--- config.mk ---
export PLATFORM = sky130hd
export DESIGN_NAME = glb_cfg_address_generator
export DESIGN_NICKNAME = d
export VERILOG_FILES = /design/src/glb_param_pkg.sv /design/src/glb_cfg_pkg.sv /design/src/glb_cfg_address_generator.sv
export SDC_FILE = /design/constraint.sdc
export NUM_CORES = 1
export LEC_CHECK = 0
export BUFFER_PORTS_ARGS = -buffer_cell sky130_fd_sc_hd__buf_2
export CORE_AREA = 2 2 90 92
export DETAILED_ROUTE_END_ITERATION = 6
export DIE_AREA = 0 0 92 94
export PLACE_DENSITY = 0.72
export SLEW_MARGIN = 25
export SYNTH_ARGS = -nofsm -noshare
export SYNTH_HDL_FRONTEND = slang
export SYNTH_SLANG_ARGS = --single-unit
--- constraint.sdc ---
create_clock -name clk -period 2.65 [get_ports clk]
set_clock_uncertainty 0.05 [all_clocks]
set_input_delay 0.53 -clock clk [delete_from_list [all_inputs] [get_ports clk]]
set_output_delay 0.53 -clock clk [all_outputs]
set_load 0.02 [all_outputs]
--- src/glb_param_pkg.sv ---
/*
 * Data path widths, depths and the vector types of the configuration loader.
 * Imported by every module that carries addresses, words or counts.
 */
package glb_param_pkg;

    // two banks, top tile address bit picks one
    localparam int NUM_BANKS       = 2;
    localparam int BANK_ADDR_WIDTH = 10;
    localparam int GLB_ADDR_WIDTH  = 11;
    localparam int WORD_CNT_WIDTH  = 12;

    // bitstream word is fabric address over fabric data
    localparam int BANK_DATA_WIDTH = 64;
    localparam int CFG_ADDR_WIDTH  = 32;
    localparam int CFG_DATA_WIDTH  = 32;

    localparam int FIFO_DEPTH      = 4;

    typedef logic [GLB_ADDR_WIDTH-1:0]  glb_addr_t;
    typedef logic [BANK_ADDR_WIDTH-1:0] bank_addr_t;
    typedef logic [WORD_CNT_WIDTH-1:0]  word_count_t;
    typedef logic [BANK_DATA_WIDTH-1:0] bank_data_t;
    typedef logic [CFG_ADDR_WIDTH-1:0]  cfg_addr_t;
    typedef logic [CFG_DATA_WIDTH-1:0]  cfg_data_t;
    typedef logic [2:0]                 fifo_count_t;

endpackage

--- src/glb_cfg_pkg.sv ---
/*
 * Register map, AXI4-Lite response codes and state encodings of the loader.
 * Imported by the register block and the address generator.
 */
package glb_cfg_pkg;

    typedef logic [3:0]  axil_addr_t;
    typedef logic [31:0] axil_data_t;

    // byte offsets
    localparam axil_addr_t REG_START_ADDR = 4'h0;
    localparam axil_addr_t REG_NUM_WORDS  = 4'h4;
    // bit 0 write-one-to-start
    localparam axil_addr_t REG_CTRL       = 4'h8;
    // bit 0 busy, bit 1 done, read only
    localparam axil_addr_t REG_STATUS     = 4'hc;

    localparam logic [1:0] RESP_OKAY   = 2'b00;
    localparam logic [1:0] RESP_SLVERR = 2'b10;

    typedef enum logic {
        ADGN_IDLE,
        ADGN_RUN
    } adgn_state_e;

    // one instance per write channel and per read channel
    typedef enum logic {
        AXIL_IDLE,
        AXIL_RESP
    } axil_state_e;

endpackage

--- src/glb_cfg_address_generator.sv ---
/*
 * Producer side of the loader. Walks tile addresses from start_addr,
 * reads one bank word per cycle under FIFO credit and pushes the returned
 * word from the bank that was read.
 */
`timescale 1ns/10ps

module glb_cfg_address_generator
    import glb_param_pkg::*;
    import glb_cfg_pkg::*;
(
    input  logic        clk,
    input  logic        reset,
    input  logic        start_pulse,
    input  glb_addr_t   start_addr,
    input  word_count_t num_words,
    output logic        bank_rd_en [NUM_BANKS],
    output bank_addr_t  bank_rd_addr,
    input  bank_data_t  bank_rd_data [NUM_BANKS],
    input  fifo_count_t fifo_count,
    output logic        fifo_push,
    output bank_data_t  fifo_wr_data
);

    adgn_state_e state;
    glb_addr_t   addr;
    word_count_t remaining;
    logic        credit_ok;
    logic        rd_issue;
    logic        rd_pending;
    logic        rd_bank;

    // occupancy plus the read in flight must stay below depth
    assign credit_ok = (int'(fifo_count) + int'(rd_pending)) < FIFO_DEPTH;
    assign rd_issue  = (state == ADGN_RUN) && (remaining != '0) && credit_ok;

    // bank decode on top address bit
    always_comb begin
        for (int i = 0; i < NUM_BANKS; i++) begin
            bank_rd_en[i] = rd_issue && (addr[GLB_ADDR_WIDTH-1] == 1'(i));
        end
    end
    assign bank_rd_addr = addr[BANK_ADDR_WIDTH-1:0];

    // returned word from the bank read last cycle
    assign fifo_push    = rd_pending;
    assign fifo_wr_data = bank_rd_data[rd_bank];

    always_ff @(posedge clk or posedge reset) begin
        if (reset) begin
            state      <= ADGN_IDLE;
            addr       <= '0;
            remaining  <= '0;
            rd_pending <= 1'b0;
            rd_bank    <= 1'b0;
        end else begin
            rd_pending <= rd_issue;
            if (rd_issue) begin
                rd_bank <= addr[GLB_ADDR_WIDTH-1];
            end
            case (state)
                ADGN_IDLE: begin
                    if (start_pulse) begin
                        addr      <= start_addr;
                        remaining <= num_words;
                        state     <= ADGN_RUN;
                    end
                end
                ADGN_RUN: begin
                    if (rd_issue) begin
                        addr      <= addr + 1'b1;
                        remaining <= remaining - 1'b1;
                    end
                    // last read issued, its data is still pushed
                    if (remaining == '0) begin
                        state <= ADGN_IDLE;
                    end
                end
                default: state <= ADGN_IDLE;
            endcase
        end
    end

endmodule

Yosys cells after proc, flatten, opt, wreduce, memory -nomap -nowiden
Cells that the tools add are included.
- bits in registers: 26
- latch bits: 0
- RAM bits: 0
- ROM bits: 0
- input bits: 157
- output and inout port bits: 77
- logic and storage cells: 34
- memories kept: 0
- add/sub/neg operators: 3
- multiply operators: 0
- div/mod/pow operators: 0
- magnitude comparators: 2
- equality and inequality tests: 2
- shifts and indexed selects: 0
- muxes and demuxes: 12
- bitwise logic cells: 3
- reductions and logical operators: 7
- operators with widths (kind ; number):
    $mux 64 ; 3
    $mux 12 ; 2
    $pmux 12 s2 ; 1
    $mux 11 ; 2
    $pmux 11 s2 ; 1
    $logic_not 12->1 ; 1
    $reduce_bool 12->1 ; 1
    $sub 12x1->12 const B ; 1
    $add 11x1->11 const B ; 1
    $add 3x1->4 ; 1
    $logic_and 1x1->1 ; 4
    $lt 4x3->1 const B ; 1
    $ge 2x2->1 const B ; 1
    $mux 1 ; 2
    $ne 2x1->1 const B ; 1
    $ne 2x2->1 const B ; 1
    $not 1->1 ; 2
    $not 1->2 ; 1
    $pmux 1 s2 ; 1
    $reduce_and 2->1 ; 1

Logic depth before layout (Yosys ltp)
- word-level depth: 5
- gate-level depth with buffers: 7
- gate-level depth less buffers: 6

Least setup slack after synthesis
No wires, ideal clock.
- path kind: reg2out
- start: register remaining[0]
- end: output bank_rd_en[1] (netlist bit)
- data arrival time: 1.502 ns
- data required time: 2.070 ns
- path slack: 0.568 ns
- stages on the path, launching flop included: 7
- path buffers: 1
- path through: dfrtp_1 -> inv_1 -> ha_1 -> nor3b_1 -> and3_1 -> buf_4 -> nor3_1
- RTL lines (what ; RTL line ; RTL):
    start: declaration ; glb_cfg_address_generator.sv:27 ; word_count_t remaining;
    start signal: assignment ; glb_cfg_address_generator.sv:65 ; remaining <= num_words;
    start signal: assignment ; glb_cfg_address_generator.sv:72 ; remaining <= remaining - 1'b1;
    end: declaration ; glb_cfg_address_generator.sv:17 ; output logic bank_rd_en [NUM_BANKS],

==> results.yml <==
finish:
  final_area_mm2: 0.00384
  n_antenna_cell: 0
  fin_cells: 585
  syn2layout_area_growth_pct: 50.9
  fin_util_pct: 50.5
  drive_gt1_share_pct: 66.7
  nets: 644
critical_path:
  cp_slowest_cell: "nor4_2"
  crit_path_start_kind: "register"
  rrSetupSlack_ns: 0.43
  end_kind: "primary output"
  reg2reg_depth: 6
  cpPeakStageDelay_ns: 0.57
  worstPathMaxFanout: 8
  critPathTopFamily: "simple AND/OR/NAND/NOR gates"
  crit_type: "register to primary output"
  worstPathArrival_ns: 1.94
  r2r-start: "remaining[0]$_DFFE_PP0P_"
  r2r-end: "remaining[10]$_DFFE_PP0P_"
  startpoint: "remaining[5]$_DFFE_PP0P_"
  cp.buffers_inverters: 1
  path_cells: "nor4_2 -> nand3_1 -> and3_1 -> buf_2"
  cp.required_ns: 2.07
  path_depth: 4
  crit_end: "bank_rd_en[0]"
hold_path:
  min_path_type: "primary input to async pin"
clocking:
  clk_transition_reported_paths_ns: 0.10
  clockBufferDepth: 2
  insertion_delay_ns: 0.27
  cts_buffers: 3
  htree_levels: 1
  cts.repair.resized: 0
  cts_sinks: 26
  cts_tree: "done"
  root_buffer: "clkbuf_8"
  cts_hold_buffers: 0
  post_cts_buffers: 0
grt:
  grt_pass1_vias: 3114
  grt_pass1_wl_um: 17400
  antenna_found_initial: 0
  grt.overflow.total: 0
  grt_max_degree: 31
  gr-usage-all-layers_pct: 26.2
routing:
  drt_iter0_drc: 234
  firstDrtPassIters: 4
  avgViaCountPerCell: 5.43
  routedWlPerCell_um: 19.6
  post-route-drc-count: 0
  ant_nets: 0
  drt_wl_total_um: 11400
  vias: 3177
sta:
  clock.fmax_mhz: 397
  rsz0062_at_grt: "no"
  slew-limit-headroom_pct: 48.3
  hold_slack_ns: 0.306
  setup_viol: 0
  report.final.slew_viol_count: 0
  finalHoldViolations: 0
  fin_crit_sh_pct: 95.2
  worst_pin_slew_ns: 0.773
  setup_ws_ns: 0.128
  fin_tns_setup_ns: 0
  finalCriticalPeriod_ns: 2.52
yosys:
  synth_common_cells: "mux2_2, dfrtp_1, nor2_1, clkbuf_1, buf_4"
  syn_inst: 266
  post-synth-top-count-cell: "mux2_2"
  synth_seq_cells: 26
  synth_top_area_share_pct: 28.7
  synth-async-reset-ratio_pct: 100
  syn_nets: 426
  synth_edf_count: 0
  ys_types: 50
  postSynthAreaPerCell_um2: 9.57
  synth_area_leaders: "mux2_2, dfrtp_1, buf_4"
  seq_area_frac_synth_pct: 25.6
  synth_top_cell_by_area: "mux2_2"
  ys_warn_count: 0
  syn_area_mm2: 0.00255
  yosys_most_used_dff: "dfrtp_1"
floorplanning:
  rows: 32
  die_w_um: 92
  die_area_mm2: 0.00865
  start_util_pct: 33.5
  core_mm2: 0.00761
  io_pins: 234
  die_h_um: 94
placed_design:
  place_inst: 581
  port_buffers: 233
  place_hpwl_um: 9670
  place.gp.congestion: 0.942
  placed_area_mm2: 0.00377
  preCtsSetupSlack_ns: 0.462
pwr:
  power_density_mw_per_mm2: 1020
  ir_drop_mv: 0.417
  leakage_nw: 1.87
  fin_total_pwr_mw: 3.91
outcome:
  outcome: "completed"
run:
  drv_cap: 0
## report_power, final
part / switching, mW / internal, mW / total, mW
logic: 1.46 / 1.19 / 2.65
clock network: 0.138 / 0.202 / 0.340
registers: 0.327 / 0.589 / 0.917
## layout by cell type, fill, tap and decap left out, drive strengths merged, types with 2 or more instances in the layout
master	synthesis	final
clkbuf	14	3
nand2b	3	3
o22a	10	10
nor3	4	4
and3	8	8
a21oi	6	6
o22ai	3	3
a2bb2oi	2	2
a41oi	4	4
a31oi	6	6
a211o	3	3
nor4	7	7
mux2i	3	3
nand2	8	8
a221o	2	2
inv	8	8
buf	17	244
o32a	2	2
and2	2	2
ha	3	3
o21ai	3	3
a221oi	6	6
a32o	2	2
nand3	8	8
dfrtp	26	26
nor2	16	16
mux2	67	67
a211oi	7	7
or4	2	2
nand4	3	3
## layer usage
layer	routed length, µm	GRT usage [%]	vias up
li1	-	-	1455
met1	4680	34.3	1514
met2	5340	43.5	195
met3	1280	7.95	13
met4	145	4.10	0
met5	0	0	-
## layout make-up
type / count / area, µm²
multi-input cells: 201 / 1700
repair buffers: 244 / 1260
flip-flops and latches: 26 / 652
clock inverters: 1 / 30.0
fillers: 740 / 3760
inverters: 8 / 30.0
well taps: 102 / 128
clock buffers: 3 / 41.3
## cell families after synthesis
group           Yosys count  synth area share, %
compound gates           62                 20.0
buf+inv                  39                 7.91
mux                      70                 30.8
simple gates             66                 14.3
flops                    26                 25.6
fa+ha+maj                 3                 1.47
## registers in the layout, indices dropped and copies added (netlist names)
signal and flops:
state 1, rd_bank 1, fifo_push 1, addr 11
remaining 12
## how the worst min path moves through the flow
stage / cells past startpoint / to / slack [ns] / start
detailed placement: 1 / addr[5]$_DFFE_PP0P_ / 0.50 / addr[5]$_DFFE_PP0P_
CTS: 2 / addr[8]$_DFFE_PP0P_ / 0.34 / reset
global route: 2 / addr[8]$_DFFE_PP0P_ / 0.36 / reset
finish: 2 / addr[8]$_DFFE_PP0P_ / 0.31 / reset
global placement: 1 / addr[3]$_DFFE_PP0P_ / 0.46 / addr[3]$_DFFE_PP0P_
floorplan: 1 / remaining[11]$_DFFE_PP0P_ / 0.43 / remaining[11]$_DFFE_PP0P_
## worst register-to-register path: cells and delay by family, from the launching register on
family	cells	cell delay, ns
and+or+nand+nor	2	0.91
DFF	1	0.41
AOI/OAI and AO/OA	2	0.40
adders and majority gates	1	0.26
buffers and inverters	1	0.12
(Power assumes the default switching activity.)
