### config.mk
export PLATFORM = sky130hd
export DESIGN_NAME = glb_bitstream_fifo
export DESIGN_NICKNAME = d
export VERILOG_FILES = /design/src/glb_param_pkg.sv /design/src/glb_bitstream_fifo.sv
export SDC_FILE = /design/constraint.sdc
export NUM_CORES = 1
export LEC_CHECK = 0
export BUFFER_PORTS_ARGS = -buffer_cell sky130_fd_sc_hd__buf_2
export CORE_ASPECT_RATIO = 0.6
export CORE_MARGIN = 8
export CORE_UTILIZATION = 45
export DETAILED_ROUTE_END_ITERATION = 8
export PLACE_DENSITY_LB_ADDON = 0.08
export SLEW_MARGIN = 20
export SYNTH_ARGS = -nofsm -noshare
export SYNTH_HDL_FRONTEND = slang
export SYNTH_SLANG_ARGS = --single-unit
### constraint.sdc
create_clock -name clk -period 2.94 [get_ports clk]
set_input_delay 0.588 -clock clk [delete_from_list [all_inputs] [get_ports clk]]
set_output_delay 0.588 -clock clk [all_outputs]
set_load 0.02 [all_outputs]
### src/glb_param_pkg.sv
/*
 * Data path widths, depths and the vector types of the configuration loader.
 * Imported by every module that carries addresses, words or counts.
 */
package glb_param_pkg;

    // two banks, top tile address bit picks one
    localparam int NUM_BANKS       = 2;
    localparam int BANK_ADDR_WIDTH = 10;
    localparam int GLB_ADDR_WIDTH  = 11;
    localparam int WORD_CNT_WIDTH  = 12;

    // bitstream word is fabric address over fabric data
    localparam int BANK_DATA_WIDTH = 64;
    localparam int CFG_ADDR_WIDTH  = 32;
    localparam int CFG_DATA_WIDTH  = 32;

    localparam int FIFO_DEPTH      = 4;

    typedef logic [GLB_ADDR_WIDTH-1:0]  glb_addr_t;
    typedef logic [BANK_ADDR_WIDTH-1:0] bank_addr_t;
    typedef logic [WORD_CNT_WIDTH-1:0]  word_count_t;
    typedef logic [BANK_DATA_WIDTH-1:0] bank_data_t;
    typedef logic [CFG_ADDR_WIDTH-1:0]  cfg_addr_t;
    typedef logic [CFG_DATA_WIDTH-1:0]  cfg_data_t;
    typedef logic [2:0]                 fifo_count_t;

endpackage

### src/glb_bitstream_fifo.sv
/*
 * Four-entry bitstream word FIFO between bank reads and fabric writes.
 * Head entry is always visible on rd_data; count feeds the producer credit.
 */
`timescale 1ns/10ps

module glb_bitstream_fifo
    import glb_param_pkg::*;
(
    input  logic        clk,
    input  logic        reset,
    input  logic        push,
    input  bank_data_t  wr_data,
    input  logic        pop,
    output bank_data_t  rd_data,
    output logic        empty,
    output fifo_count_t count
);

    bank_data_t                    mem [FIFO_DEPTH];
    logic [$clog2(FIFO_DEPTH)-1:0] wr_ptr;
    logic [$clog2(FIFO_DEPTH)-1:0] rd_ptr;
    logic                          push_ok;
    logic                          pop_ok;

    assign empty   = (count == '0);
    assign push_ok = push && (count != FIFO_DEPTH);
    assign pop_ok  = pop && !empty;
    assign rd_data = mem[rd_ptr];

    // storage
    always_ff @(posedge clk) begin
        if (push_ok) begin
            mem[wr_ptr] <= wr_data;
        end
    end

    // pointers wrap on power-of-two depth
    always_ff @(posedge clk or posedge reset) begin
        if (reset) begin
            wr_ptr <= '0;
            rd_ptr <= '0;
            count  <= '0;
        end else begin
            if (push_ok) wr_ptr <= wr_ptr + 1'b1;
            if (pop_ok) rd_ptr <= rd_ptr + 1'b1;
            case ({push_ok, pop_ok})
                2'b10:   count <= count + 1'b1;
                2'b01:   count <= count - 1'b1;
                default: count <= count;
            endcase
        end
    end

endmodule

Word-level counts from Yosys, hierarchy flattened
Memory sizes are Yosys's and may differ from the RTL's. Index checks and enable logic that the tools add are counted.

Flip-flop bits (word level): 7. Bits in writable memories: 256. Input bits: 68. Word-level logic and storage cells: 19. Memories kept: 1.

Memory list: mem (depth 4, bits a word 64, read ports 1, clocked after Yosys merged registers in 0, write ports 1, line glb_bitstream_fifo.sv:20) `bank_data_t mem [FIFO_DEPTH];`.

Add/sub/neg operators: 4. Eq/ne operators: 3. Muxes and demuxes: 3. Reductions and logical operators: 5.

Operators with widths (number): one-hot mux 3 bit (2 select lines) (1); adder 2 x 1 -> 2 bit (second input constant) (2); adder 3 x 1 -> 3 bit (second input constant) (1); zero test 3 bit (1); inequality test 3 bit (second input constant) (1); subtractor 3 x 1 -> 3 bit (second input constant) (1); equality test 2 x 1 -> 1 bit (second input constant) (1); equality test 2 bit (second input constant) (1); logical AND 1 bit (2); two-way mux 1 bit (2); nonzero test 2 bit (1); zero test 1 bit (1).

Logic depth before layout (Yosys ltp)
Gate-level depths: netlist of the first run.

Depth after elaboration: 5. Mapped depth: 9.

Least setup slack after synthesis of the first run
OpenSTA, ideal clock, no wires.

Path type: reg-to-reg. Start point: register count[1]. End point: memory mem[2][0] (netlist name) (enable). Setup time: 0.429 ns. Data arrival time: 2.463 ns. Data required time: 2.511 ns. Slack: 0.048 ns. Cell stages (with the launch flop): 4. Buffers on the path: 0. Period minus slack after synthesis: 2.892 ns. Path through: dfrtp_1 -> inv_1 -> a31oi_2 -> and2_1.

Cells in the longest elaborated chain, start to end: 4.

Ends and longest elaborated chain: from (decl) (line glb_bitstream_fifo.sv:17) `output fifo_count_t count`; from (signal assigned) (line glb_bitstream_fifo.sv:48) `2'b10: count <= count + 1'b1;`; from (signal assigned) (line glb_bitstream_fifo.sv:49) `2'b01: count <= count - 1'b1;`; from (signal assigned) (line glb_bitstream_fifo.sv:50) `default: count <= count;`; inequality test 3 bit (line glb_bitstream_fifo.sv:27) `assign push_ok = push && (count != FIFO_DEPTH);`; logical AND 1 bit (line glb_bitstream_fifo.sv:27); two-way mux 1 bit (line glb_bitstream_fifo.sv:33) `if (push_ok) begin`; two-way mux 1 bit (not written as such) (line glb_bitstream_fifo.sv:34) `mem[wr_ptr] <= wr_data;`; to (decl) (line glb_bitstream_fifo.sv:20).

Every way passes these cells.

Final worst setup path of the first run
Start point: register rd_ptr[1]. End point: output port rd_data[10].

Cells in the longest elaborated chain, start to end: 1.

Ends and longest elaborated chain: from (decl) (line glb_bitstream_fifo.sv:22) `logic [$clog2(FIFO_DEPTH)-1:0] rd_ptr;`; from (signal assigned) (line glb_bitstream_fifo.sv:46) `if (pop_ok) rd_ptr <= rd_ptr + 1'b1;`; memory read (4 x 64 bit); to (decl) (line glb_bitstream_fifo.sv:15) `output bank_data_t rd_data,`.

Every way passes these cells.

==> implementation parameters, run 1 <==
Parameter                              Value

Detailed routing
  Vias/cell ... 5.24
  Number of nets with antenna violations after detailed routing ... 0
  Number of iterations in the first detailed-routing pass ... 4
  DRC violations left ... 0
  Starting DRT DRC Count ... 181
  Via Count ... 4336
  Post-detailed-route wirelength per cell ... 22.7 µm
  Routed wire length ... 18.7 mm

Logic synthesis
  Area share of and/or/nand/nor cells after synthesis ... 0.389%
  Post-synthesis share of cell area spent on full adders, half adders and majority gates ... 0.855%
  Compound-Gate Fraction of Synth Area ... 0.220%
  Xor/xnor share of the synthesized area ... 0.544%
  Synth area leader ... edfxtp_1
  Post-synth design cell area ... 0.00965 mm²
  Count of cell types in the netlist ... 20
  Synth Warn # ... 0
  Mapped Cells ... 372
  Combinational family with the most area after synthesis ... multiplexers
  Post-synth net total ... 446
  Main area contributors after synthesis ... edfxtp_1 80%, mux4_2 15%, dfrtp_1 1.8%
  Part of the Yosys area used for sequential elements ... 81.4%
  Mux contribution to synthesized area ... 15.2%
  Synthesis-stage register bit count ... 263
  Mapped Avg Cell Area ... 26.0 µm²
  Yosys top cell area share ... 79.6%

Worst setup path
  Nature of the critical path endpoint ... output pin
  Type of the worst setup path ... reg2out
  Arrival time at the worst endpoint ... 2210 ps
  Worst-path fanout max ... 33
  Critical Path Start Type ... flip-flop
  Endpoint required time on the critical path ... 2350 ps

Timing
  Final-report hold violation count ... 0
  Final worst setup slack ... 144 ps
  RSZ-0062 raised after global routing ... false
  Layout Skew ... 17.1 ps
  Total negative slack for setup checks ... 0 ps
  Slew Viols, Final ... 0
  Fmax ... 358 MHz
  Measured slew at the worst slew-check pin ... 542 ps
  Hold slack final ... 2.77 ps
  Setup violations, final ... 0
  Post-route minimum period ... 2800 ps
  Final period util ... 95.1%
  Relative slew slack ... 63.9%

Power and ir drop
  Internal power consumption ... 8220 µW
  Net switching share of the total power ... 31.9%
  Switching component of the power ... 3860 µW
  Relative contribution of the clock network to total power ... 23.4%
  Power per cell area ... 1050 mW/mm²
  Worst VDD drop ... 583 µV
  Part of the total power dissipated in combinational logic ... 33.0%
  Sequential share of power ... 43.5%
  Leak ... 0.00395 µW

Clock tree
  Longest Clk Path Bufs ... 3
  H-tree levels ... 1
  Clock latency reported for the late side of the worst-skew pair ... 500 ps
  Clock transition at path regs ... 60 ps
  Clock buffer count from CTS ... 24
  TritonCTS clock tree ... yes
  Master cell of the clock root buffer ... clkbuf_16
  Number of buffers inserted by hold repair at cts ... 0
  Number of sinks on the clock net ... 263

Floorplanning
  Die extent in y ... 129 µm
  Row count ... 41
  Initial standard-cell utilization of the core ... 45.9%
  Boundary Pins ... 136
  Die boundary width ... 205 µm
  DIE AREA ... 0.0266 mm²
  Floorplan Core Area ... 0.0210 mm²

Outcome
  Outcome ... finished clean

GRT
  Met3 usage in global routing ... 4.04%
  Pin count of the biggest net entering global routing ... 65
  Vias in the first global route ... 4693
  Most Crowded Layer GR ... met2
  Global-route congestion overflow total ... 0
  Met1 demand-to-capacity share in global routing ... 18.8%
  GR Util met2 ... 23.1%
  Total global-route track usage ... 14.1%
  Global-route wire length before repair ... 28.4 mm
  Number of antenna violations at the first check in global routing ... 4

Cells and area
  Synthesis-to-layout area growth ... 19.1%
  Share of post-route cells with drive strength above 1 ... 45.6%
  Number of diodes ... 0
  Net count reported at finish ... 606
  Commonest non-fill, non-tap cells in the layout ... 256 x edfxtp_1, 135 x buf_2, 64 x mux4_2
  Fill cell instance count of the final layout ... 1629
  Most common cell after layout, fill and taps aside ... edfxtp_1

Hold path
  Hold/Removal Path Class ... in2async

Placement
  Post-placement worst setup slack ... 577 ps
  Number of buffers added on ports ... 135
  Routability cong. ... 0.723
  Total half-perimeter wirelength after legalization and detailed placement ... 11.7 mm

Job
  Max-cap check violation count ... 0
[per-stage QoR]
stage / total power [µW] / instances / cell area (µm²) / util (%)
after floorplan: 7970 / 372 / 9650 / -
after global placement: 9390 / 784 / 10800 / 51.2
after detailed placement: 9430 / 784 / 10800 / 51.2
after CTS: 12300 / 826 / 11500 / 54.6
after global routing: 12700 / 827 / 11500 / 54.7
final: 12100 / 827 / 11500 / 54.7
[worst paths after layout]
kind	from	endpoint	slack (ps)	depth (start not counted)
worst max-delay path	rd_ptr[1]	rd_data[10]	140	3
worst min-delay path	reset	count[0]	3	2
worst max register to register	count[1]	mem[1][55]	910	4
worst min register to register	count[0]	count[0]	540	1
max in group asynchronous	reset	rd_ptr[1]	2680	2
min in group clk	wr_data[36]	mem[2][36]	300	1
[critical path, cell delays in order (launching register included)]
cell	delay, ps
dfrtp_4	770
buf_4	370
mux4_2	360
buf_2	180
[synth_stat cells]
master / count
nor2_1: 1
buf_4: 2
inv_1: 8
a31oi_2: 1
edfxtp_1: 256
xnor2_1: 3
clkbuf_1: 1
buf_2: 6
mux2_2: 1
dfrtp_1: 7
nand2_1: 1
o31a_1: 1
and2_1: 4
ha_1: 5
mux4_2: 64
buf_6: 5
fa_1: 1
nor3_1: 1
xor2_1: 3
mux2i_1: 1
[power groups by stage]
stage,Combinational [µW],Clock [µW],Sequential (µW)
6_report,3990,2830,5260
5_1_grt,4300,3050,5320
4_1_cts,4030,2920,5340
3_5_place_dp,4020,0,5420
3_3_place_gp,4000,0,5390
2_1_floorplan,2750,0,5220
[kinds of logic after synthesis]
kind of cell | count (synthesis)
compound gates | 2
xor+xnor | 6
fa+ha+maj | 6
buf+inv | 22
flops | 263
mux | 66
simple gates | 7
[per-layer routing]
metal	wire length [µm]	share of wire (%)
met5	41	0.22
met2	9180	49
met4	287	1.5
met1	7900	42
met3	1320	7.0
[state kept, by name, indices dropped and copies added, names as in the netlist]
| register | count |
|---|---|
| mem | 256 |
| count | 3 |
| rd_ptr | 2 |
| wr_ptr | 2 |
[area by class of cell]
class | instances | area, µm² | share of cell area [%]
Clock buffer | 36 | 677 | 5.89
Clock inverter | 6 | 33.8 | 0.294
Inverter | 8 | 30.0 | 0.261
Multi-Input combinational cell | 87 | 1670 | 14.5
Sequential cell | 263 | 7870 | 68.4
Tap cell | 279 | 349 | 3.04
Timing Repair Buffer | 148 | 873 | 7.59
[what timing repair did]
action,4_1_cts,5_1_grt
resized for setup,0,0
setup buffers,0,1
setup endpoints to repair,0,6
(Power assumes the default switching activity.)
==> run 2, diff against run 1 <==
Settings changed: RECOVER_POWER set to 25, SLEW_MARGIN 20 to not set.
==> implementation parameters, run 2 (same netlist as run 1, synthesis figures left out) <==
Parameter                              Value

Outcome
  Outcome ... finished clean

Timing
  Final-report hold violation count ... 0 (unchanged)
  Total negative slack for setup checks ... 0 ps (unchanged)
  RSZ-0062 raised after global routing ... false
  Relative slew slack ... 64.6% (+0.71 points)
  Slew Viols, Final ... 0 (unchanged)
  Post-route minimum period ... 2790 ps (-9.54 ps)
  Final worst setup slack ... 154 ps (+9.53 ps)
  Setup violations, final ... 0 (unchanged)
  Measured slew at the worst slew-check pin ... 531 ps (-10.7 ps)
  Layout Skew ... 17.1 ps (-0.0423 ps)
  Final period util ... 94.8% (-0.32 points)
  Fmax ... 359 MHz (+0.34%)

Cells and area
  Commonest non-fill, non-tap cells in the layout ... 256 x edfxtp_1, 97 x buf_2, 64 x mux4_2
  Largest reg by FF count ... mem
  Largest registers ranked by flip-flop count ... mem: 256 flops, count: 3 flops
  Reg area ... 0.00787 mm² (unchanged)
  Final design instance area without fill ... 0.0115 mm² (-0.41%)
  Synthesis-to-layout area growth ... 18.6%
  Fill cell instance count of the final layout ... 1635 (+0.37%)
  Number of diodes ... 0 (unchanged)
  Net count reported at finish ... 606 (unchanged)
  Flip-flop count of the largest register, all copies and words added ... 256 (unchanged)
  Most common cell after layout, fill and taps aside ... edfxtp_1
  Combined area of the multi-input logic cells ... 0.00167 mm² (unchanged)
  Share of post-route cells with drive strength above 1 ... 38.7% (-6.9 points)

Clock tree
  H-tree levels ... 1 (unchanged)
  TritonCTS clock tree ... yes
  Clock buffer count from CTS ... 24 (unchanged)
  Master cell of the clock root buffer ... clkbuf_16
  Clock latency reported for the late side of the worst-skew pair ... 500 ps (about the same)
  Clock transition at path regs ... 60 ps (about the same)
  Number of sinks on the clock net ... 263 (unchanged)
  # resized after CTS ... 0 (unchanged)
  Longest Clk Path Bufs ... 3 (unchanged)

Power and ir drop
  Overall power after layout ... 12100 µW (-0.13%)
  Worst VDD drop ... 583 µV (about the same)
  Power per cell area ... 1050 mW/mm² (+0.28%)
  Leak ... 0.00385 µW (-2.6%)

Worst setup path
  Worst-path fanout max ... 33 (unchanged)
  Endpoint required time on the critical path ... 2350 ps (about the same)
  Nature of the critical path endpoint ... output pin
  Arrival time at the worst endpoint ... 2200 ps (about the same)
  Critical Path Start Type ... flip-flop
  Type of the worst setup path ... reg2out

Floorplanning
  DIE AREA ... 0.0266 mm² (unchanged)
  Die boundary width ... 205 µm (unchanged)
  Die extent in y ... 129 µm (unchanged)
  Floorplan Core Area ... 0.0210 mm² (unchanged)
  Row count ... 41 (unchanged)
  Boundary Pins ... 136 (unchanged)
  Initial standard-cell utilization of the core ... 45.9% (unchanged)

Detailed routing
  Number of nets with antenna violations after detailed routing ... 0 (unchanged)
  Vias/cell ... 5.22 (-0.51%)
  Routed wire length ... 18.7 mm (-0.21%)
  Post-detailed-route wirelength per cell ... 22.6 µm (-0.21%)
  Number of iterations in the first detailed-routing pass ... 4 (unchanged)
  Starting DRT DRC Count ... 206 (+14%)
  DRC violations left ... 0 (unchanged)
  Via Count ... 4314 (-0.51%)

GRT
  Total global-route track usage ... 14.1% (unchanged)
  Pin count of the biggest net entering global routing ... 65 (unchanged)
  Global-route congestion overflow total ... 0 (unchanged)
  Number of antenna violations at the first check in global routing ... 3 (-1)
  Global-route wire length before repair ... 28.4 mm (unchanged)
  Vias in the first global route ... 4693 (unchanged)

Job
  Max-cap check violation count ... 0 (unchanged)

Placement
  Routability cong. ... 0.723 (unchanged)
  Total half-perimeter wirelength after legalization and detailed placement ... 11.7 mm (unchanged)
  Number of buffers added on ports ... 135 (unchanged)
  Cell area reported after detailed placement ... 0.0108 mm² (unchanged)
  Post-placement worst setup slack ... 577 ps (unchanged)

Hold path
  Hold/Removal Path Class ... in2async
-- run 2: cell count changes in the layout (fill, tap and decap cells not counted) --
cell	delta
buf_2	-38
clkbuf_1	+38
-- run 2: critical path, cell delays in order (launching register included) --
cell and delay [ps]:
dfrtp_4 770, buf_4 370, mux4_2 360, buf_2 180
-- run 2: per-stage QoR --
step	utilization, %	hold WS, ps	cells
final	54.4	2.82	827
after CTS	54.6	1.40	826
after floorplan	-	391	372
after detailed placement	51.2	538	784
after global placement	51.2	527	784
after global routing	54.4	32.1	827
-- run 2: path summary, 6_finish.rpt --
path | start | to | slack, ps | cells past startpoint
hold reg to reg | count[0] | count[0] | 550 | 1
max in group asynchronous | reset | rd_ptr[1] | 2680 | 2
hold / removal | reset | count[0] | 3 | 2
setup / recovery | rd_ptr[1] | rd_data[10] | 150 | 3
min in group clk | wr_data[55] | mem[3][55] | 320 | 1
setup reg to reg | count[1] | mem[3][61] | 920 | 4
-- run 2: cell type report --
| cell class | count | share of cell area (%) |
|---|---|---|
| Timing Repair Buffer | 148 | 7.21 |
| Inverter | 8 | 0.262 |
| Multi-Input combinational cell | 87 | 14.6 |
| Tap cell | 279 | 3.05 |
| Clock inverter | 6 | 0.295 |
| Sequential cell | 263 | 68.7 |
| Clock buffer | 36 | 5.91 |
-- run 2: routing by layer --
metal	GRT usage [%]	share of wire, %
met1	18.8	42
met2	23.1	49
met3	4.04	7.4
met4	2.68	1.6
met5	0	0.17
-- run 2: repair_timing --
item / in CTS / in global routing
setup buffers: 0 / 1
hold buffers: 0 / 0
endpoints found under the setup margin: 0 / 6
-- run 2: where the power goes --
group / switching, µW / internal, µW
clock network: 1230 / 1590
registers: 295 / 4960
logic: 2320 / 1660
