$ cat config.mk
export PLATFORM = sky130hd
export DESIGN_NAME = glb_cfg_regs
export DESIGN_NICKNAME = d
export VERILOG_FILES = /design/src/glb_param_pkg.sv /design/src/glb_cfg_pkg.sv /design/src/glb_cfg_regs.sv
export SDC_FILE = /design/constraint.sdc
export NUM_CORES = 1
export LEC_CHECK = 0
export ABC_AREA = 1
export ABC_CLOCK_PERIOD_IN_PS = 1700
export BUFFER_PORTS_ARGS = -buffer_cell sky130_fd_sc_hd__buf_2
export CORE_UTILIZATION = 25
export CTS_CLUSTER_DIAMETER = 50
export CTS_CLUSTER_SIZE = 30
export DETAILED_ROUTE_END_ITERATION = 12
export GPL_TIMING_DRIVEN = 0
export PLACE_DENSITY = 0.49
export RECOVER_POWER = 100
export SETUP_SLACK_MARGIN = 0.02
export SLEW_MARGIN = 40
export SYNTH_ARGS = -nofsm -noshare
export SYNTH_HDL_FRONTEND = slang
export SYNTH_SLANG_ARGS = --single-unit
$ cat constraint.sdc
create_clock -name clk -period 1.7 [get_ports clk]
set_input_delay 0.34 -clock clk [delete_from_list [all_inputs] [get_ports clk]]
set_output_delay 0.34 -clock clk [all_outputs]
set_load 0.005 [all_outputs]
$ cat src/glb_param_pkg.sv
/*
 * Data path widths, depths and the vector types of the configuration loader.
 * Imported by every module that carries addresses, words or counts.
 */
package glb_param_pkg;

    // two banks, top tile address bit picks one
    localparam int NUM_BANKS       = 2;
    localparam int BANK_ADDR_WIDTH = 10;
    localparam int GLB_ADDR_WIDTH  = 11;
    localparam int WORD_CNT_WIDTH  = 12;

    // bitstream word is fabric address over fabric data
    localparam int BANK_DATA_WIDTH = 64;
    localparam int CFG_ADDR_WIDTH  = 32;
    localparam int CFG_DATA_WIDTH  = 32;

    localparam int FIFO_DEPTH      = 4;

    typedef logic [GLB_ADDR_WIDTH-1:0]  glb_addr_t;
    typedef logic [BANK_ADDR_WIDTH-1:0] bank_addr_t;
    typedef logic [WORD_CNT_WIDTH-1:0]  word_count_t;
    typedef logic [BANK_DATA_WIDTH-1:0] bank_data_t;
    typedef logic [CFG_ADDR_WIDTH-1:0]  cfg_addr_t;
    typedef logic [CFG_DATA_WIDTH-1:0]  cfg_data_t;
    typedef logic [2:0]                 fifo_count_t;

endpackage

$ cat src/glb_cfg_pkg.sv
/*
 * Register map, AXI4-Lite response codes and state encodings of the loader.
 * Imported by the register block and the address generator.
 */
package glb_cfg_pkg;

    typedef logic [3:0]  axil_addr_t;
    typedef logic [31:0] axil_data_t;

    // byte offsets
    localparam axil_addr_t REG_START_ADDR = 4'h0;
    localparam axil_addr_t REG_NUM_WORDS  = 4'h4;
    // bit 0 write-one-to-start
    localparam axil_addr_t REG_CTRL       = 4'h8;
    // bit 0 busy, bit 1 done, read only
    localparam axil_addr_t REG_STATUS     = 4'hc;

    localparam logic [1:0] RESP_OKAY   = 2'b00;
    localparam logic [1:0] RESP_SLVERR = 2'b10;

    typedef enum logic {
        ADGN_IDLE,
        ADGN_RUN
    } adgn_state_e;

    // one instance per write channel and per read channel
    typedef enum logic {
        AXIL_IDLE,
        AXIL_RESP
    } axil_state_e;

endpackage

$ cat src/glb_cfg_regs.sv
/*
 * AXI4-Lite register block of the loader: start address, word count,
 * start command and busy/done status. Raises start_pulse for one cycle.
 */
`timescale 1ns/10ps

module glb_cfg_regs
    import glb_param_pkg::*;
    import glb_cfg_pkg::*;
(
    input  logic        clk,
    input  logic        reset,
    input  logic        s_axil_awvalid,
    input  axil_addr_t  s_axil_awaddr,
    input  logic        s_axil_wvalid,
    input  axil_data_t  s_axil_wdata,
    input  logic        s_axil_bready,
    output logic        s_axil_awready,
    output logic        s_axil_wready,
    output logic        s_axil_bvalid,
    output logic [1:0]  s_axil_bresp,
    input  logic        s_axil_arvalid,
    input  axil_addr_t  s_axil_araddr,
    input  logic        s_axil_rready,
    output logic        s_axil_arready,
    output logic        s_axil_rvalid,
    output axil_data_t  s_axil_rdata,
    output logic [1:0]  s_axil_rresp,
    input  logic        done_pulse,
    output logic        start_pulse,
    output glb_addr_t   start_addr,
    output word_count_t num_words
);

    axil_state_e wr_state;
    axil_state_e rd_state;
    logic        wr_hs;
    logic        rd_hs;
    logic        wr_err;
    logic        rd_err;
    axil_data_t  rd_value;
    logic        busy;
    logic        done;

    // address and data accepted together, ack only in that cycle
    assign wr_hs          = (wr_state == AXIL_IDLE) && s_axil_awvalid && s_axil_wvalid;
    assign s_axil_awready = wr_hs;
    assign s_axil_wready  = wr_hs;
    assign s_axil_bvalid  = (wr_state == AXIL_RESP);

    assign rd_hs          = (rd_state == AXIL_IDLE) && s_axil_arvalid;
    assign s_axil_arready = rd_hs;
    assign s_axil_rvalid  = (rd_state == AXIL_RESP);

    // write decode, status is read only
    always_comb begin
        case (s_axil_awaddr)
            REG_START_ADDR, REG_NUM_WORDS, REG_CTRL: wr_err = 1'b0;
            default: wr_err = 1'b1;
        endcase
    end

    // read decode, unmapped reads as zero
    always_comb begin
        rd_err = 1'b0;
        case (s_axil_araddr)
            REG_START_ADDR: rd_value = axil_data_t'(start_addr);
            REG_NUM_WORDS:  rd_value = axil_data_t'(num_words);
            REG_CTRL:       rd_value = '0;
            REG_STATUS:     rd_value = axil_data_t'({done, busy});
            default: begin
                rd_value = '0;
                rd_err   = 1'b1;
            end
        endcase
    end

    always_ff @(posedge clk or posedge reset) begin
        if (reset) begin
            wr_state    <= AXIL_IDLE;
            rd_state    <= AXIL_IDLE;
            start_addr  <= '0;
            num_words   <= '0;
            start_pulse <= 1'b0;
            busy        <= 1'b0;
            done        <= 1'b0;
        end else begin
            // write channel
            if (wr_state == AXIL_IDLE && wr_hs) begin
                wr_state <= AXIL_RESP;
            end else if (wr_state == AXIL_RESP && s_axil_bready) begin
                wr_state <= AXIL_IDLE;
            end
            // read channel
            if (rd_state == AXIL_IDLE && rd_hs) begin
                rd_state <= AXIL_RESP;
            end else if (rd_state == AXIL_RESP && s_axil_rready) begin
                rd_state <= AXIL_IDLE;
            end
            // register writes, masked to field width
            if (wr_hs && s_axil_awaddr == REG_START_ADDR) begin
                start_addr <= s_axil_wdata[GLB_ADDR_WIDTH-1:0];
            end
            if (wr_hs && s_axil_awaddr == REG_NUM_WORDS) begin
                num_words <= s_axil_wdata[WORD_CNT_WIDTH-1:0];
            end
            // start ignored while a load runs
            start_pulse <= wr_hs && (s_axil_awaddr == REG_CTRL) && s_axil_wdata[0] && !busy;
            // busy from start to done, done sticky until next start
            if (start_pulse) begin
                busy <= 1'b1;
                done <= 1'b0;
            end else if (done_pulse) begin
                busy <= 1'b0;
                done <= 1'b1;
            end
        end
    end

    // response payload
    always_ff @(posedge clk) begin
        if (wr_hs) begin
            s_axil_bresp <= wr_err ? RESP_SLVERR : RESP_OKAY;
        end
        if (rd_hs) begin
            s_axil_rdata <= rd_value;
            s_axil_rresp <= rd_err ? RESP_SLVERR : RESP_OKAY;
        end
    end

endmodule

# ---- Word level (Yosys, flattened, before mapping)
# Index checks and enable logic that the tools add are counted.
dict set report totals {
  out_inout_bits 65
  latchBits 0
  elab_cells 48
  register_bits 64
  memories 0
  mem_bits_ro 0
  mem_bits_rw 0
  inputBits 48
}
dict set report op_classes {
  addsub 0
  bitwise 2
  reduce_logical 20
  magnitude_cmp 0
  n_shift 0
  mux 11
  mul 0
  eq_ne 5
  div 0
}
# op n
set ops {}
lappend ops {{one-hot mux 12 bit (3 select lines)} 1}
lappend ops {{== test 4 bit (second input constant)} 3}
lappend ops {{logical AND 1 bit} 12}
lappend ops {{== test 4 x 3 -> 1 bit (second input constant)} 2}
lappend ops {{zero test 4 bit} 2}
lappend ops {{two-way mux 1 bit} 8}
lappend ops {{nonzero test 2 bit} 3}
lappend ops {{two-way mux 2 bit} 2}
lappend ops {{OR reduction 4 bit} 1}
lappend ops {{OR reduction 3 bit} 1}
lappend ops {{inverter 1 bit} 2}
lappend ops {{zero test 1 bit} 1}

# ---- Longest topological paths before layout
# Gate-level depths: netlist of run 1.
dict set report depth {
  word_depth 6
  depth_mapped 6
  depth_no_buf 5
}

# ---- Least setup slack after synthesis of run 1
# No wires, ideal clock.
dict set report synth_timing {
  path_type {flip-flop to output port}
  from {reg wr_state (netlist: s_axil_bvalid)}
  to {out s_axil_wready}
  required_time_ps 1360
  t_arrival_ps 865
  path_slack_ps 495
  n_path_buf 2
  stages_incl_launch_ff 4
  cell_sequence {dfrtp_1 nor2_4 buf_4 buf_4}
}
dict set report synth_via {
  elab_chain_len 3
}
# element line
set synth_lines {}
lappend synth_lines {{start, declared} glb_cfg_regs.sv:35} ;# axil_state_e wr_state;
lappend synth_lines {{start signal, assigned} glb_cfg_regs.sv:80} ;# wr_state <= AXIL_IDLE;
lappend synth_lines {{start signal, assigned} glb_cfg_regs.sv:90} ;# wr_state <= AXIL_RESP;
lappend synth_lines {{start signal, assigned} glb_cfg_regs.sv:92} ;# wr_state <= AXIL_IDLE;
lappend synth_lines {{inverter 1 bit} glb_cfg_regs.sv:46} ;# assign wr_hs = (wr_state == AXIL_IDLE) && s_axil_awvalid && s_axil_wvalid;
lappend synth_lines {{logical AND 1 bit (2 in a row)} glb_cfg_regs.sv:46}
lappend synth_lines {{end, declared} glb_cfg_regs.sv:19} ;# output logic s_axil_wready,
# Every way passes these cells.

# ---- Final worst setup path of run 1
# Same ends and word-level chain as after synthesis.

==> results.toml, run 1 <==
[route]
drt_wl_total_mm = 5.40
drc = 0
wl_per_cell_um = 12.9
drtPass1Iterations = 4
postRouteAntennaNets = 0
drt_iter0_markers = 43
detailroute.via_count = 1773
viasPerCell = 4.22

[die]
io_pins = 113
start_util_pct = 25.9
dieArea_sq_um = 8400
core_area_sq_um = 7770
dieHeight_um = 91.7
die_w_um = 91.7
rows = 32

[grt]
grt_max_degree = 29
grt_pass1_wl_mm = 7.91
antenna_found_initial = 0
grt_pass1_vias = 1580
overflow = 0
grtUsageTotal_pct = 12.4

[synthesis]
synth_top_family_by_area = "simple AND/OR/NAND/NOR gates"
synth_top_area_share_pct = 34.9
synth-simple-area-share_pct = 26.1
muxShareOfSynthArea_pct = 0
synth_area_leaders = "dfrtp_1 (35%), edfxtp_1 (21%), nand2_1 (11%)"
synth-adder-area-share_pct = 0
yosysSeqAreaShare_pct = 55.8
netlist_top_cells_count = "nand2_1 (60), nand3_1 (37), buf_4 (28), dfrtp_1 (28), edfxtp_1 (14)"
synthCells = 217
ys_ff_latch = 42
ys_async_sr_fraction_pct = 66.7
synth_compound_area_share_pct = 3.86
synth_edf_count = 14
yosys_warnings = 0
synthDistinctLibCells = 21
synth_flop_cell = "dfrtp_1"
yosysTopAreaCell = "dfrtp_1"
syn_area_per_cell_sq_um = 9.26
synth_xor_area_share_pct = 0
synth.most_common_cell = "nand2_1"
synthesis.area_sq_um = 2010

[clocking]
cts_root_buffer = "clkbuf_8"
path_clk_slew_ns = 0.08
cts_sinks = 42
clockBufferDepth = 2
cts_tree = "built"
cts_htree_levels = 2
cts_inserted_buffers = 5
clk_latency_ns = 0.29

[placed_design]
postPlaceCellArea_sq_um = 2570
gp_congestion = 0.747
place_ws_ns = 0.187
io_buffer_count = 70
dp_cells = 410
dp_hpwl_mm = 3.84

[sta]
rsz0062_at_grt = "no"
tightest_slew_ns = 1.12
setup_viol = 0
fmax_mhz = 622
slew_viol_final = 0
min_period_over_period_pct = 94.5
min_period_ns = 1.61
hold_viol_final = 0
slew_headroom_pct = 25.2
tns_ns = 0
hold_ws_ns = 0.218
layout_setup_ws_ns = 0.0928
fin_skew_ns = 0.00663

[layout]
drive_above_1_share_pct = 29.9
area_growth_pct = 30.4
finalNonFillerCells = 420
fin_area_sq_um = 2620
fin_nets = 366
antenna_cells = 0

[setup_path]
crit_fanout = 12
crit_required_ns = 1.36
reg2reg_slack_ns = 0.21
arrival_ns = 1.27
end_kind = "primary output"
worstSetupPathType = "reg2out"
crit_path_start_kind = "register"

[worst_hold_path]
min-delay-path-class = "in2reg"

[status]
outcome = "complete, no violations"

[power]
cellPowerDensity_nw_per_um2 = 897
irDropWorstVdd_v = 0.000265
p_leak_nw = 1.38

[flow_run]
cap_viol_max_count = 0
==> flip-flops by register name, indices dropped and copies added, names as in the netlist <==
signal	cells
num_words	12
s_axil_rvalid	1
s_axil_rresp	1
busy	1
start_pulse	1
s_axil_bvalid	1
start_addr	11
done	1
s_axil_bresp	1
s_axil_rdata	12
==> where the power goes <==
| group | internal, mW | total, mW | leakage (nW) | switching (mW) |
|---|---|---|---|---|
| sequential | 1.18 | 1.27 | 0.499 | 0.0891 |
| clock | 0.323 | 0.657 | 0.0443 | 0.334 |
| combinational | 0.185 | 0.427 | 0.834 | 0.243 |
| total | 1.68 | 2.35 | 1.38 | 0.665 |
==> critical path, stage by stage, from the launching register on <==
cell      delay [ns]
dfrtp_1         0.41
nor2_4          0.15
buf_8           0.17
clkbuf_4        0.13
buf_2           0.10
==> kinds of logic after synthesis <==
logic type | after synthesis
simple gates | 115
buf+inv | 44
flops | 42
compound gates | 15
other cells | 1
==> final timing paths <==
kind	start	to	cells past startpoint
worst max-delay path	s_axil_bvalid	s_axil_wready	4
worst max register to register	s_axil_bvalid	start_addr[6]	6
worst min register to register	start_pulse	done	1
max in group asynchronous	reset	num_words[3]	2
min in group asynchronous	reset	done	2
worst min-delay path	s_axil_bready	s_axil_bvalid	2
==> metrics by stage <==
| step | util (%) | power (mW) |
|---|---|---|
| floorplan | - | 1.49 |
| global route | 33.7 | 2.47 |
| global placement | 33.0 | 1.72 |
| finish | 33.7 | 2.35 |
| detailed placement | 33.0 | 1.74 |
| CTS | 34.4 | 2.39 |
==> cell usage in the layout (no fill, tap or decap), types with 12 or more instances in the layout <==
master,Yosys,layout
buf_2,4,53
buf_4,28,25
clkbuf_1,0,25
conb_1,1,22
dfrtp_1,28,28
edfxtp_1,14,14
nand2_1,60,60
nand3_1,37,39
o21ai_0,4,12
==> what timing repair did <==
item                       in CTS  in global routing
hold buffers                    0                  0
setup endpoints to repair       2                  1
setup buffers                   1                  2
resized for setup               3                  0
gates cloned                    0                  0
pin swaps                       0                  1
==> routing by layer <==
metal	global-route usage, %	part of all wire [%]
met1	14.2	40
met2	21.0	47
met3	4.56	11
met4	4.76	1.7
met5	0	0
==> layout make-up <==
| type | count | area [sq um] |
|---|---|---|
| Tap cell | 102 | 128 |
| Inverter | 11 | 45.0 |
| Multi-Input combinational cell | 152 | 664 |
| Timing Repair Buffer | 73 | 343 |
| Clock buffer | 7 | 86.3 |
| Buffer | 33 | 233 |
| Fill cell | 855 | 5150 |
| Sequential cell | 42 | 1120 |
Power figures use the tool's default switching activity.
==> inputs of run 2 (changes only) <==
- ABC_CLOCK_PERIOD_IN_PS: 1700 -> 1640
- GPL_TIMING_DRIVEN: 0 -> unset
- clock period: 1.7 -> 1.64 ns (I/O delays scaled with it)
==> run 2 against run 1 <==
- wire length decreased by 5.2%
- first-iteration DRC count increased by 12%
- non-clock buffer count decreased by 28
- sequential share of layout area increased by 3.5 points
- setup slack improved by 0.027 ns
- via count decreased by 9.0%
- core utilization decreased by 2.6 points
- design area decreased by 7.6%
- register-to-register slack about the same
- die area unchanged
==> results.toml, run 2 (synthesized netlist as in run 1, its figures left out) <==
[sta]
tightest_slew_ns = 0.889
rsz0062_at_grt = "no"
setup_viol = 0
hold_viol_final = 0
fin_skew_ns = 0.00379
min_period_ns = 1.52
min_period_over_period_pct = 92.7
slew_viol_final = 0
fmax_mhz = 658
tns_ns = 0
slew_headroom_pct = 40.5

[die]
io_pins = 113
core_area_sq_um = 7770
dieArea_sq_um = 8400
die_w_um = 91.7
rows = 32
dieHeight_um = 91.7
start_util_pct = 25.9

[clocking]
cts_tree = "built"
cts_inserted_buffers = 5
cts_htree_levels = 2
cts_root_buffer = "clkbuf_8"
path_clk_slew_ns = 0.08
cts_sinks = 42
clk_latency_ns = 0.29
postCtsSetupBuffers = 0
cts_hold_buffers = 0
cts_resized = 0
clockBufferDepth = 2

[route]
drt_iter0_markers = 48
detailroute.via_count = 1614
drc = 0
drt_wl_total_mm = 5.12
wl_per_cell_um = 13.0
drtPass1Iterations = 4
viasPerCell = 4.11
postRouteAntennaNets = 0

[setup_path]
crit_fanout = 6
end_kind = "primary output"
arrival_ns = 1.19
worstSetupPathType = "reg2out"
crit_path_start_kind = "register"
crit_required_ns = 1.31

[power]
fin_total_pwr_mw = 2.34
cellPowerDensity_nw_per_um2 = 967
p_leak_nw = 1.26
irDropWorstVdd_v = 0.000335

[placed_design]
gp_congestion = 0.707
dp_hpwl_mm = 3.68
io_buffer_count = 70

[flow_run]
cap_viol_max_count = 0

[layout]
antenna_cells = 0
final_util_pct = 31.2
fin_nets = 338
area_growth_pct = 20.5
largestRegisters = "num_words: 12 flops, s_axil_rdata: 12 flops, start_addr: 11 flops"
layout_commonest_cell = "nand2_1"
final_cell_mix = "nand2_1 (60), buf_2 (54), nand3_1 (38)"
drive_above_1_share_pct = 25.8

[grt]
grtUsageTotal_pct = 12.5
grt_pass1_wl_mm = 7.89
overflow = 0
grt_max_degree = 29
grt_pass1_vias = 1521
antenna_found_initial = 0

[worst_hold_path]
min-delay-path-class = "in2reg"

[status]
outcome = "complete, no violations"
[run 2: worst paths after layout]
| path | from | to | slack (ns) | depth (start not counted) |
|---|---|---|---|---|
| setup / recovery | s_axil_rvalid | s_axil_arready | 0.12 | 4 |
| hold / removal | s_axil_rready | s_axil_rvalid | 0.22 | 2 |
| setup reg to reg | s_axil_bvalid | start_addr[1] | 0.22 | 5 |
| hold reg to reg | start_pulse | done | 0.44 | 1 |
| max in group asynchronous | reset | start_addr[3] | 0.95 | 3 |
| min in group asynchronous | reset | done | 0.23 | 3 |
[run 2: per-stage QoR]
step / hold WS (ns) / setup WS (ns) / std cells / cell area [sq um]
6_report: 0.224 / 0.119 / 393 / 2420
5_1_grt: 0.233 / 0.0438 / 393 / 2420
4_1_cts: 0.106 / 0.0784 / 393 / 2470
3_5_place_dp: 0.422 / -0.00333 / 385 / 2380
3_3_place_gp: 0.424 / 0.0836 / 385 / 2380
2_1_floorplan: 0.393 / 0.447 / 238 / 2090
[run 2: metal layers]
metal  vias up  global-route usage [%]  part of all wire (%)
met3         8                    3.23                   6.8
met1       731                    15.3                    44
met4         0                    5.16                   1.4
met5         -                       0                     0
met2        70                    20.9                    48
li1        805                       -                     -
[run 2: cell type report]
cell class | instances | area (sq um)
well taps | 102 | 128
repair buffers | 78 | 378
multi-input cells | 152 | 672
inverters | 11 | 41.3
fillers | 868 | 5350
clock inverters | 2 | 8.76
clock buffers | 6 | 72.6
flip-flops and latches | 42 | 1120
[run 2: report_power, final]
part | leakage (nW) | total, mW | switching (mW) | internal (mW)
combinational | 0.721 | 0.389 | 0.233 | 0.155
sequential | 0.499 | 1.31 | 0.0949 | 1.22
clock | 0.0426 | 0.639 | 0.346 | 0.293
[run 2: critical path, stage by stage, from the launching register on]
cell and delay, ns:
dfrtp_1 0.38, inv_1 0.07, nand2_1 0.06, inv_1 0.22
buf_2 0.17
